===== src/hdl/mcr_consts.svh =====
`ifndef MCR_CONSTS_SVH
`define MCR_CONSTS_SVH

// ====================
// Widths
// ====================
`define MCR_GAME_W        7
`define MCR_ANGLE_W       7
`define MCR_WACKO_POS_W   11
`define MCR_KROOZR_POS_W  10

// Spinner steps per vsync
`define MCR_SPIN_STEP_LO  1
`define MCR_SPIN_STEP_HI  2

// Download indices
`define MCR_IDX_ROM       8'h00
`define MCR_IDX_CMOS      8'hFF

// ====================
// Game ids
// ====================
`define MCR_ID_SHOLLOW    0
`define MCR_ID_TRON       1
`define MCR_ID_TWOTIGER   2
`define MCR_ID_WACKO      3
`define MCR_ID_KROOZR     4
`define MCR_ID_DOMINO     5

`endif


===== src/hdl/mcr_pkg.sv =====
`include "mcr_consts.svh"

package mcr_pkg;

	// Unlisted codes fall through to the idle default
	typedef enum logic [`MCR_GAME_W-1:0] {
		GAME_SHOLLOW  = `MCR_GAME_W'(`MCR_ID_SHOLLOW),
		GAME_TRON     = `MCR_GAME_W'(`MCR_ID_TRON),
		GAME_TWOTIGER = `MCR_GAME_W'(`MCR_ID_TWOTIGER),
		GAME_WACKO    = `MCR_GAME_W'(`MCR_ID_WACKO),
		GAME_KROOZR   = `MCR_GAME_W'(`MCR_ID_KROOZR),
		GAME_DOMINO   = `MCR_GAME_W'(`MCR_ID_DOMINO)
	} game_id_e;

	typedef struct packed {
		logic up;
		logic down;
		logic left;
		logic right;
		logic fire_a;
		logic fire_b;
		logic fire_c;
	} player_t; // Active high

	typedef struct packed {
		logic tilt;
		logic coin1;
		logic coin2;
		logic start1;
		logic start2;
		logic start3;
		logic service;
	} sys_ctrl_t;

	// Menu switches
	typedef struct packed {
		logic rotate;
		logic spin_fast;
		logic reset_req;
		logic opt8;
		logic opt9;
	} cfg_t;

	typedef struct packed {
		logic signed [8:0] dx;
		logic signed [8:0] dy;
		logic [1:0]        buttons;
		logic              strobe; // One-cycle pulse per report
	} mouse_t;

	typedef struct packed {
		logic        active;
		logic        wr;
		logic [7:0]  index;
		logic [23:0] addr;
		logic [7:0]  data;
	} dl_t;

	typedef struct packed {
		logic [`MCR_WACKO_POS_W-1:0]  wacko_x;
		logic [`MCR_WACKO_POS_W-1:0]  wacko_y;
		logic [`MCR_KROOZR_POS_W-1:0] kroozr_x;
		logic [`MCR_KROOZR_POS_W-1:0] kroozr_y;
	} track_t;

	typedef struct packed {
		logic [7:0] p0;
		logic [7:0] p1;
		logic [7:0] p2;
		logic [7:0] p3;
		logic [7:0] p4;
	} in_ports_t; // Active low toward the game CPU

endpackage


===== src/hdl/input_port_mux.sv =====
`timescale 1ns/10ps
`include "mcr_consts.svh"

module input_port_mux (
	input  mcr_pkg::game_id_e       game_i,
	input  mcr_pkg::cfg_t           cfg_i,
	input  mcr_pkg::player_t        p1_i,
	input  mcr_pkg::player_t        p2_i,
	input  mcr_pkg::sys_ctrl_t      sys_i,
	input  mcr_pkg::track_t         track_i,
	input  logic [1:0]              mbtn_i,   // Latched mouse buttons
	input  logic [`MCR_ANGLE_W-1:0] angle1_i,
	input  logic [`MCR_ANGLE_W-1:0] angle2_i,
	output logic                    spin1_l_o,
	output logic                    spin1_r_o,
	output logic                    spin2_l_o,
	output logic                    spin2_r_o,
	output mcr_pkg::in_ports_t      ports_o
);

	logic is_tron;
	logic known;   // Game id is one of the six
	logic x_bit;   // Per-game bit 4 of the system byte

	assign is_tron = (game_i == mcr_pkg::GAME_TRON);

	// ====================
	// Spinner buttons
	// ====================
	assign spin1_l_o = p1_i.left | p1_i.up;
	assign spin1_r_o = p1_i.right | p1_i.down;
	assign spin2_l_o = p2_i.left | p2_i.up | (is_tron & p1_i.fire_b);
	assign spin2_r_o = p2_i.right | p2_i.down | (is_tron & p1_i.fire_c);

	// ====================
	// Game ports
	// ====================
	always_comb begin
		ports_o = '{default: 8'hFF};
		known   = 1'b1;
		x_bit   = 1'b0;
		case (game_i)
			mcr_pkg::GAME_SHOLLOW: begin
				ports_o.p1 = ~{p2_i.fire_a, p2_i.fire_b, p2_i.right, p2_i.left,
					p1_i.fire_a, p1_i.fire_b, p1_i.right, p1_i.left};
				ports_o.p3 = 8'hFD;
			end
			mcr_pkg::GAME_TRON: begin
				x_bit      = p1_i.fire_a;
				ports_o.p1 = ~{1'b0, angle2_i};
				ports_o.p2 = ~{2{p1_i.down, p1_i.up, p1_i.right, p1_i.left}};
				ports_o.p3 = ~{p1_i.fire_a, 4'b0000, cfg_i.opt8, 2'b10};
				ports_o.p4 = ~{1'b0, angle2_i};
			end
			mcr_pkg::GAME_TWOTIGER: begin
				x_bit      = sys_i.start3;
				ports_o.p1 = ~{1'b0, angle1_i};
				ports_o.p2 = ~{4'b0000, p2_i.fire_b, p2_i.fire_a, p1_i.fire_b, p1_i.fire_a};
				ports_o.p4 = ~{1'b0, angle2_i};
			end
			mcr_pkg::GAME_WACKO: begin
				ports_o.p1 = track_i.wacko_x[10:3];
				ports_o.p2 = track_i.wacko_y[10:3];
				ports_o.p3 = 8'hBF;
				ports_o.p4 = ~{p2_i.up, p2_i.down, p2_i.left, p2_i.right,
					p1_i.up, p1_i.down, p1_i.left, p1_i.right};
			end
			mcr_pkg::GAME_KROOZR: begin
				x_bit      = p1_i.fire_a | mbtn_i[0];
				ports_o.p1 = ~{p1_i.fire_b | mbtn_i[1], angle1_i[6], 3'b111, angle1_i[5:3]};
				ports_o.p2 = {{2{track_i.kroozr_x[9]}}, track_i.kroozr_x[7:2]}; // Not inverted
				ports_o.p3 = 8'hBF;
				ports_o.p4 = {{2{track_i.kroozr_y[9]}}, track_i.kroozr_y[7:2]};
			end
			mcr_pkg::GAME_DOMINO: begin
				x_bit      = p1_i.fire_a;
				ports_o.p1 = ~{4'b0000, p1_i.down, p1_i.up, p1_i.right, p1_i.left};
				ports_o.p2 = ~{3'b000, p2_i.fire_a, p2_i.down, p2_i.up, p2_i.right, p2_i.left};
				ports_o.p3 = ~{6'b010000, cfg_i.opt9, cfg_i.opt8};
			end
			default: known = 1'b0; // Idle, all ports FF
		endcase

		// Common system byte
		if (known) begin
			ports_o.p0 = ~{sys_i.service, 1'b0, sys_i.tilt, x_bit,
				sys_i.start2, sys_i.start1, sys_i.coin2, sys_i.coin1};
		end
	end

endmodule


===== src/hdl/load_reset_ctrl.sv =====
`timescale 1ns/10ps
`include "mcr_consts.svh"

module load_reset_ctrl (
	input  logic         clk_sys,
	input  logic         rst_n_i,
	input  mcr_pkg::dl_t dl_i,
	input  logic         reset_req_i,
	output logic         core_reset_o,
	output logic [1:0]   port_req_o,  // Toggle per ROM byte
	output logic         rom_wr_o,
	output logic         cmos_wr_o
);

	logic wr_q;
	logic active_q;
	logic rom_loaded;
	logic is_rom;

	assign is_rom    = (dl_i.index == `MCR_IDX_ROM);
	assign rom_wr_o  = dl_i.wr & is_rom;
	assign cmos_wr_o = dl_i.wr & (dl_i.index == `MCR_IDX_CMOS);

	always_ff @(posedge clk_sys or negedge rst_n_i) begin
		if (!rst_n_i) begin
			wr_q         <= 1'b0;
			active_q     <= 1'b0;
			rom_loaded   <= 1'b0;
			core_reset_o <= 1'b1; // Core held until the first load
			port_req_o   <= '0;
		end else begin
			wr_q     <= dl_i.wr;
			active_q <= dl_i.active;
			if (dl_i.active && dl_i.wr && !wr_q && is_rom) begin
				port_req_o <= ~port_req_o;
			end
			if (active_q && !dl_i.active) rom_loaded <= 1'b1; // End of download
			core_reset_o <= reset_req_i | dl_i.active | ~rom_loaded;
		end
	end

endmodule


===== src/hdl/mcr_input_top.sv =====
`timescale 1ns/10ps
`include "mcr_consts.svh"

module mcr_input_top (
	input  logic                clk_sys,
	input  logic                rst_n_i,
	input  mcr_pkg::game_id_e   game_i,
	input  mcr_pkg::cfg_t       cfg_i,
	input  mcr_pkg::player_t    p1_i,
	input  mcr_pkg::player_t    p2_i,
	input  mcr_pkg::sys_ctrl_t  sys_i,
	input  mcr_pkg::mouse_t     mouse_i,
	input  logic                vsync_i,
	input  mcr_pkg::dl_t        dl_i,
	output mcr_pkg::in_ports_t  ports_o,
	output logic                core_reset_o,
	output logic [1:0]          port_req_o,
	output logic                rom_wr_o,
	output logic                cmos_wr_o,
	output logic                led_o
);

	mcr_pkg::track_t         track;
	logic [1:0]              mbtn;
	logic                    spin1_l, spin1_r, spin2_l, spin2_r;
	logic [`MCR_ANGLE_W-1:0] angle1, angle2;

	assign led_o = ~dl_i.active; // Lit while idle

	mouse_tracker u_mouse (
		.clk_sys   (clk_sys),
		.rst_n_i   (rst_n_i),
		.mouse_i   (mouse_i),
		.rotate_i  (cfg_i.rotate),
		.track_o   (track),
		.buttons_o (mbtn)
	);

	// ====================
	// Spinners
	// ====================
	spinner u_spin1 (
		.clk_sys (clk_sys),      .rst_n_i (rst_n_i),      .clr_i   (core_reset_o),
		.fast_i  (cfg_i.spin_fast), .left_i (spin1_l),    .right_i (spin1_r),
		.vsync_i (vsync_i),      .angle_o (angle1)
	);

	spinner u_spin2 (
		.clk_sys (clk_sys),      .rst_n_i (rst_n_i),      .clr_i   (core_reset_o),
		.fast_i  (cfg_i.spin_fast), .left_i (spin2_l),    .right_i (spin2_r),
		.vsync_i (vsync_i),      .angle_o (angle2)
	);

	input_port_mux u_mux (
		.game_i    (game_i),  .cfg_i     (cfg_i),   .p1_i      (p1_i),
		.p2_i      (p2_i),    .sys_i     (sys_i),   .track_i   (track),
		.mbtn_i    (mbtn),    .angle1_i  (angle1),  .angle2_i  (angle2),
		.spin1_l_o (spin1_l), .spin1_r_o (spin1_r),
		.spin2_l_o (spin2_l), .spin2_r_o (spin2_r),
		.ports_o   (ports_o)
	);

	load_reset_ctrl u_load (
		.clk_sys      (clk_sys),
		.rst_n_i      (rst_n_i),
		.dl_i         (dl_i),
		.reset_req_i  (cfg_i.reset_req),
		.core_reset_o (core_reset_o),
		.port_req_o   (port_req_o),
		.rom_wr_o     (rom_wr_o),
		.cmos_wr_o    (cmos_wr_o)
	);

endmodule


===== src/hdl/mouse_tracker.sv =====
`timescale 1ns/10ps
`include "mcr_consts.svh"

module mouse_tracker (
	input  logic            clk_sys,
	input  logic            rst_n_i,
	input  mcr_pkg::mouse_t mouse_i,
	input  logic            rotate_i,
	output mcr_pkg::track_t track_o,
	output logic [1:0]      buttons_o
);

	logic signed [`MCR_WACKO_POS_W-1:0]  wx, wy;   // WACKO, free wrapping
	logic signed [`MCR_WACKO_POS_W-1:0]  dx_w, dy_w;
	logic signed [`MCR_KROOZR_POS_W-1:0] kx, ky;   // KROOZR, held at the edges
	logic signed [`MCR_KROOZR_POS_W-1:0] kx_new, ky_new;
	logic signed [8:0]                   move_x, move_y;
	logic                                kx_ovf, ky_ovf;

	assign dx_w = mouse_i.dx; // Sign extends
	assign dy_w = mouse_i.dy;

	// Rotated cabinet swaps the axes
	assign move_x = rotate_i ? -mouse_i.dy : mouse_i.dx;
	assign move_y = rotate_i ? mouse_i.dx : mouse_i.dy;
	assign kx_new = kx - move_x;
	assign ky_new = ky + move_y;

	// Signed overflow of the candidate, subtract on x and add on y
	assign kx_ovf = (move_x[8] & ~kx[9] & kx_new[9]) | (~move_x[8] & kx[9] & ~kx_new[9]);
	assign ky_ovf = (move_y[8] & ky[9] & ~ky_new[9]) | (~move_y[8] & ~ky[9] & ky_new[9]);

	always_ff @(posedge clk_sys or negedge rst_n_i) begin
		if (!rst_n_i) begin
			wx        <= '0;
			wy        <= '0;
			kx        <= '0;
			ky        <= '0;
			buttons_o <= '0;
		end else if (mouse_i.strobe) begin
			buttons_o <= mouse_i.buttons;
			if (rotate_i) begin
				wx <= wx - dy_w;
				wy <= wy + dx_w;
			end else begin
				wx <= wx + dx_w;
				wy <= wy + dy_w;
			end
			if (!kx_ovf) kx <= kx_new;
			if (!ky_ovf) ky <= ky_new;
		end
	end

	assign track_o = '{wacko_x: wx, wacko_y: wy, kroozr_x: kx, kroozr_y: ky};

endmodule


===== src/hdl/spinner.sv =====
`timescale 1ns/10ps
`include "mcr_consts.svh"

module spinner (
	input  logic                    clk_sys,
	input  logic                    rst_n_i,
	input  logic                    clr_i,   // Core reset
	input  logic                    fast_i,
	input  logic                    left_i,
	input  logic                    right_i,
	input  logic                    vsync_i,
	output logic [`MCR_ANGLE_W-1:0] angle_o
);

	logic                    vsync_q;
	logic                    vsync_rise;
	logic [`MCR_ANGLE_W-1:0] step;

	assign vsync_rise = vsync_i & ~vsync_q;
	assign step = fast_i ? `MCR_ANGLE_W'(`MCR_SPIN_STEP_HI) : `MCR_ANGLE_W'(`MCR_SPIN_STEP_LO);

	always_ff @(posedge clk_sys or negedge rst_n_i) begin
		if (!rst_n_i) begin
			vsync_q <= 1'b0;
		end else begin
			vsync_q <= vsync_i;
		end
	end

	// One step per frame, wraps modulo 128
	always_ff @(posedge clk_sys or negedge rst_n_i) begin
		if (!rst_n_i) begin
			angle_o <= '0;
		end else if (clr_i) begin
			angle_o <= '0;
		end else if (vsync_rise) begin
			if (left_i && !right_i) begin
				angle_o <= angle_o - step;
			end else if (right_i && !left_i) begin
				angle_o <= angle_o + step;
			end
		end
	end

endmodule


===== config.mk =====
export PLATFORM = sky130hd
export DESIGN_NAME = mcr_input_top
export DESIGN_NICKNAME = d
export VERILOG_FILES = /design/src/hdl/mcr_pkg.sv /design/src/hdl/input_port_mux.sv /design/src/hdl/load_reset_ctrl.sv /design/src/hdl/mcr_input_top.sv /design/src/hdl/mouse_tracker.sv /design/src/hdl/spinner.sv
export VERILOG_INCLUDE_DIRS = /design/src /design/src/hdl
export SDC_FILE = /design/constraint.sdc
export NUM_CORES = 1
export LEC_CHECK = 0
export BUFFER_PORTS_ARGS = -buffer_cell sky130_fd_sc_hd__clkbuf_2
export CAP_MARGIN = 10
export CORE_MARGIN = 1.5
export CORE_UTILIZATION = 33
export DETAILED_ROUTE_END_ITERATION = 10
export PLACE_DENSITY = 0.65
export SLEW_MARGIN = 20
export SYNTH_ARGS = -nofsm -noshare
export SYNTH_HDL_FRONTEND = slang
export SYNTH_SLANG_ARGS = --single-unit

===== constraint.sdc =====
create_clock -name clk_sys -period 7.8 [get_ports clk_sys]
set_input_delay 0.78 -clock clk_sys [delete_from_list [all_inputs] [get_ports clk_sys]]
set_output_delay 0.78 -clock clk_sys [all_outputs]
set_load 0.01 [all_outputs]

==> out/summary.json <==
{
  "outcome": {"value": "finished, final reports clean"},
  "timing.critical_path.max_delay_family": {"value": "multiplexers"},
  "detailedPlacementHpwl": {"value": 13700, "unit": "um"},
  "floorplan.initialDensity": {"value": 33.4, "unit": "%"},
  "timing.max_slew.rel_slack": {"value": 40.0, "unit": "%"},
  "post_cts.resized_instances": {"value": 0},
  "cts_tree": {"value": "built"},
  "layout.area.seq": {"value": 1630, "unit": "um2"},
  "largest_net_degree_at_the_start_of_global_routing": {"value": 66},
  "die-width": {"value": 143, "unit": "um"},
  "gp_routability_congestion": {"value": 0.861},
  "drive_above_1_share": {"value": 20.3, "unit": "%"},
  "wl_met2": {"value": 8690, "unit": "um"},
  "grt_antenna_before_repair": {"value": 0},
  "finalSetupViolCount": {"value": 0},
  "postSynthAreaPerCell": {"value": 8.46, "unit": "um2"},
  "cpPeakStageDelay": {"value": 660, "unit": "ps"},
  "p_leak": {"value": 3.31, "unit": "nW"},
  "drt_pre_antenna_iters": {"value": 9},
  "hold_buffers": {"value": 0},
  "timing.critical_path.cells": {"value": "clkbuf_2 > mux2i_1 > inv_1 > ha_1 > a21oi_1 > mux2i_1 > nand3_1 > a311oi_2 > mux2i_2 > mux2_2"},
  "cts-buffers-inserted": {"value": 9},
  "period_share": {"value": 55.5, "unit": "%"},
  "type_of_the_worst_setup_path": {"value": "primary input to flop"},
  "vias": {"value": 6040},
  "syn_area": {"value": 6460, "unit": "um2"},
  "met1_length": {"value": 8090, "unit": "um"},
  "drt-wirelength-per-cell": {"value": 16.1, "unit": "um"},
  "finalClockSkew": {"value": 9.14, "unit": "ps"},
  "grtUsageTotal": {"value": 18.3, "unit": "%"},
  "die_area": {"value": 20400, "unit": "um2"},
  "slowest_stage": {"value": "mux2i_2"},
  "flow.area_growth_from_synthesis": {"value": 16.2, "unit": "%"},
  "postSynthCellCount": {"value": 764},
  "core-area": {"value": 19300, "unit": "um2"},
  "critical_path_maximum_fanout": {"value": 39},
  "synth_top_cells_by_count": {"value": "nand2_1, dfrtp_1, nor2_1, ha_1, a21oi_1"},
  "synth_top_cell_by_area": {"value": "dfrtp_1"},
  "initialDrtViolationCount": {"value": 436},
  "count_of_cell_types_in_the_netlist": {"value": 71},
  "cts_sinks": {"value": 65},
  "multi_input_gate_area": {"value": 4540, "unit": "um2"},
  "crit_top_cell": {"value": "mux2i_1"},
  "remaining_antenna_violation_count_after_routing": {"value": 0},
  "powerDensity": {"value": 285, "unit": "nW/um2"},
  "ctsRootBufferMaster": {"value": "clkbuf_16"},
  "fin_tns_setup": {"value": 0, "unit": "ps"},
  "antenna_diode_instance_count": {"value": 0},
  "maxCapViolCount": {"value": 0},
  "synth-main-ff-cell": {"value": "dfrtp_1"},
  "htree_num_levels": {"value": 3},
  "highest_layer": {"value": "met4"},
  "place.port_buffers": {"value": 107},
  "synth_edf_count": {"value": 0},
  "cp_num_buf_inv": {"value": 2},
  "dieHeight": {"value": 143, "unit": "um"},
  "seq_area_frac_synth": {"value": 25.2, "unit": "%"},
  "critPathArrivalTime": {"value": 4550, "unit": "ps"},
  "floorplan.rows": {"value": 51},
  "worst-slew-pin-transition": {"value": 900, "unit": "ps"},
  "grt_first_pass_wirelength": {"value": 29000, "unit": "um"},
  "timing.final.crit_period": {"value": 4330, "unit": "ps"},
  "setup.worst_path.start_class": {"value": "primary input"},
  "first_global_vias": {"value": 5492},
  "fmax": {"value": 231, "unit": "MHz"},
  "hold_viol_final": {"value": 0},
  "ir_worst_vdd": {"value": 0.000124, "unit": "V"},
  "grt-ovfl-total": {"value": 0},
  "worstPathRequired": {"value": 8020, "unit": "ps"},
  "rsz0062_at_grt": {"value": "false"},
  "netlist.area_leader.share": {"value": 24.8, "unit": "%"},
  "layout.nets": {"value": 1014},
  "io_pins": {"value": 145},
  "met3_routed_wl": {"value": 780, "unit": "um"},
  "endpoint_kind": {"value": "flop"},
  "synth-warning-count": {"value": 0},
  "final_max_slew_viol_count": {"value": 0},
  "postCtsSetupRepairBufs": {"value": 0},
  "clock_insertion_delay_at_the_later_pin_of_the_skew_report": {"value": 350, "unit": "ps"},
  "drt_drc_violations_left": {"value": 0},
  "post-layout-total-power": {"value": 2.14, "unit": "mW"},
  "ys_async_sr_fraction": {"value": 100, "unit": "%"},
  "hold_path.class": {"value": "flop to flop"},
  "drt-vias-per-instance": {"value": 5.37},
  "ys_top_cells_by_area": {"value": "dfrtp_1, ha_1, mux2_2"},
  "ys_ff_latch": {"value": 65},
  "filler_cell_count": {"value": 1964},
  "clkTransAtPathRegs": {"value": 50, "unit": "ps"},
  "most_common_cell_in_the_netlist": {"value": "nand2_1"},
  "routed_wirelength": {"value": 18100, "unit": "um"},
  "clock_path_buffers": {"value": 2}
}
state kept, by name, summed over array words and instances, names as in the netlist:
signal,flops
u_mouse.wx,11
u_mouse.wy,11
u_mouse.kx,10
u_mouse.ky,10
u_spin1.angle_o,7
u_spin2.angle_o,7
u_load.port_req_o,2
u_mouse.buttons_o,2
u_load.active_q,1
u_load.core_reset_o,1
u_load.rom_loaded,1
u_load.wr_q,1
u_spin2.vsync_q,1
placed cells by master, fill, tap and decap left out, drive strengths merged, types with 5 or more instances in the layout:
cell type	synthesis	routed
o21a	10	10
mux2i	25	25
fa	6	6
nand2b	9	9
a22oi	9	9
xnor2	34	34
nand3b	8	8
nand3	19	19
o21ai	41	41
a21boi	5	5
nor2	62	62
a211oi	16	16
nor3b	10	10
nor4	5	5
a21o	16	16
o211ai	7	7
nor2b	20	20
clkbuf	24	118
mux2	38	38
dfrtp	64	64
a31oi	5	5
nand4	5	5
o22ai	7	7
nand2	67	67
a21oi	49	49
o31ai	5	5
nor3	17	17
ha	55	55
nand4b	5	5
inv	43	43
xor2	12	12
layout make-up:
cell class	instances	share of cell area, %
Tap cell	265	4.41
Clock inverter	4	0.600
Sequential cell	65	21.7
Timing Repair Buffer	110	7.43
Clock buffer	12	3.28
Inverter	44	2.20
Multi-Input combinational cell	624	60.4
worst paths after layout:
| path | from | end | slack [ps] | cells past startpoint |
|---|---|---|---|---|
| min in group asynchronous | rst_n_i | u_mouse.kx[0] | 610 | 2 |
| max | cfg_i[4] | u_mouse.ky[6] | 3470 | 10 |
| min reg2reg | u_load.rom_loaded | u_load.core_reset_o | 410 | 1 |
| min | u_load.rom_loaded | u_load.core_reset_o | 410 | 1 |
| max reg2reg | u_mouse.ky[8] | u_mouse.ky[6] | 5000 | 7 |
| max in group asynchronous | rst_n_i | u_spin1.angle_o[2] | 6560 | 2 |
cells by family after synthesis:
kind of cell,count (synthesis),synth area share [%]
flip-flops,65,25.2
multiplexers,63,10.7
AND/OR/NAND/NOR,249,19.6
buffers and inverters,78,4.78
AO/OA/AOI/OAI,201,20.9
other,1,0.0580
XOR/XNOR,46,6.23
adder cells (fa/ha/maj),61,12.5
stage by stage:
step	util, %	cells	area, um2	setup slack (ps)	hold WS (ps)
2_1_floorplan	-	767	6470	3940	373
3_3_place_gp	37.3	1108	7220	3140	389
4_1_cts	38.8	1124	7510	3480	407
3_5_place_dp	37.3	1108	7220	3090	398
5_1_grt	38.8	1124	7510	3140	436
6_report	38.8	1124	7510	3470	405
metal layers:
layer  up-vias  global-route usage (%)
met1      2871                    24.1
met5         -                       0
li1       2957                       -
met4         0                    7.70
met3        36                    2.41
met2       176                    30.1
where the power goes:
part	switching, mW	internal (mW)	leakage, nW
clock	0.155	0.255	0.146
combinational	0.583	0.575	2.36
sequential	0.111	0.460	0.795
total	0.849	1.29	3.31
No activity file was read; power rests on OpenSTA's default activity.
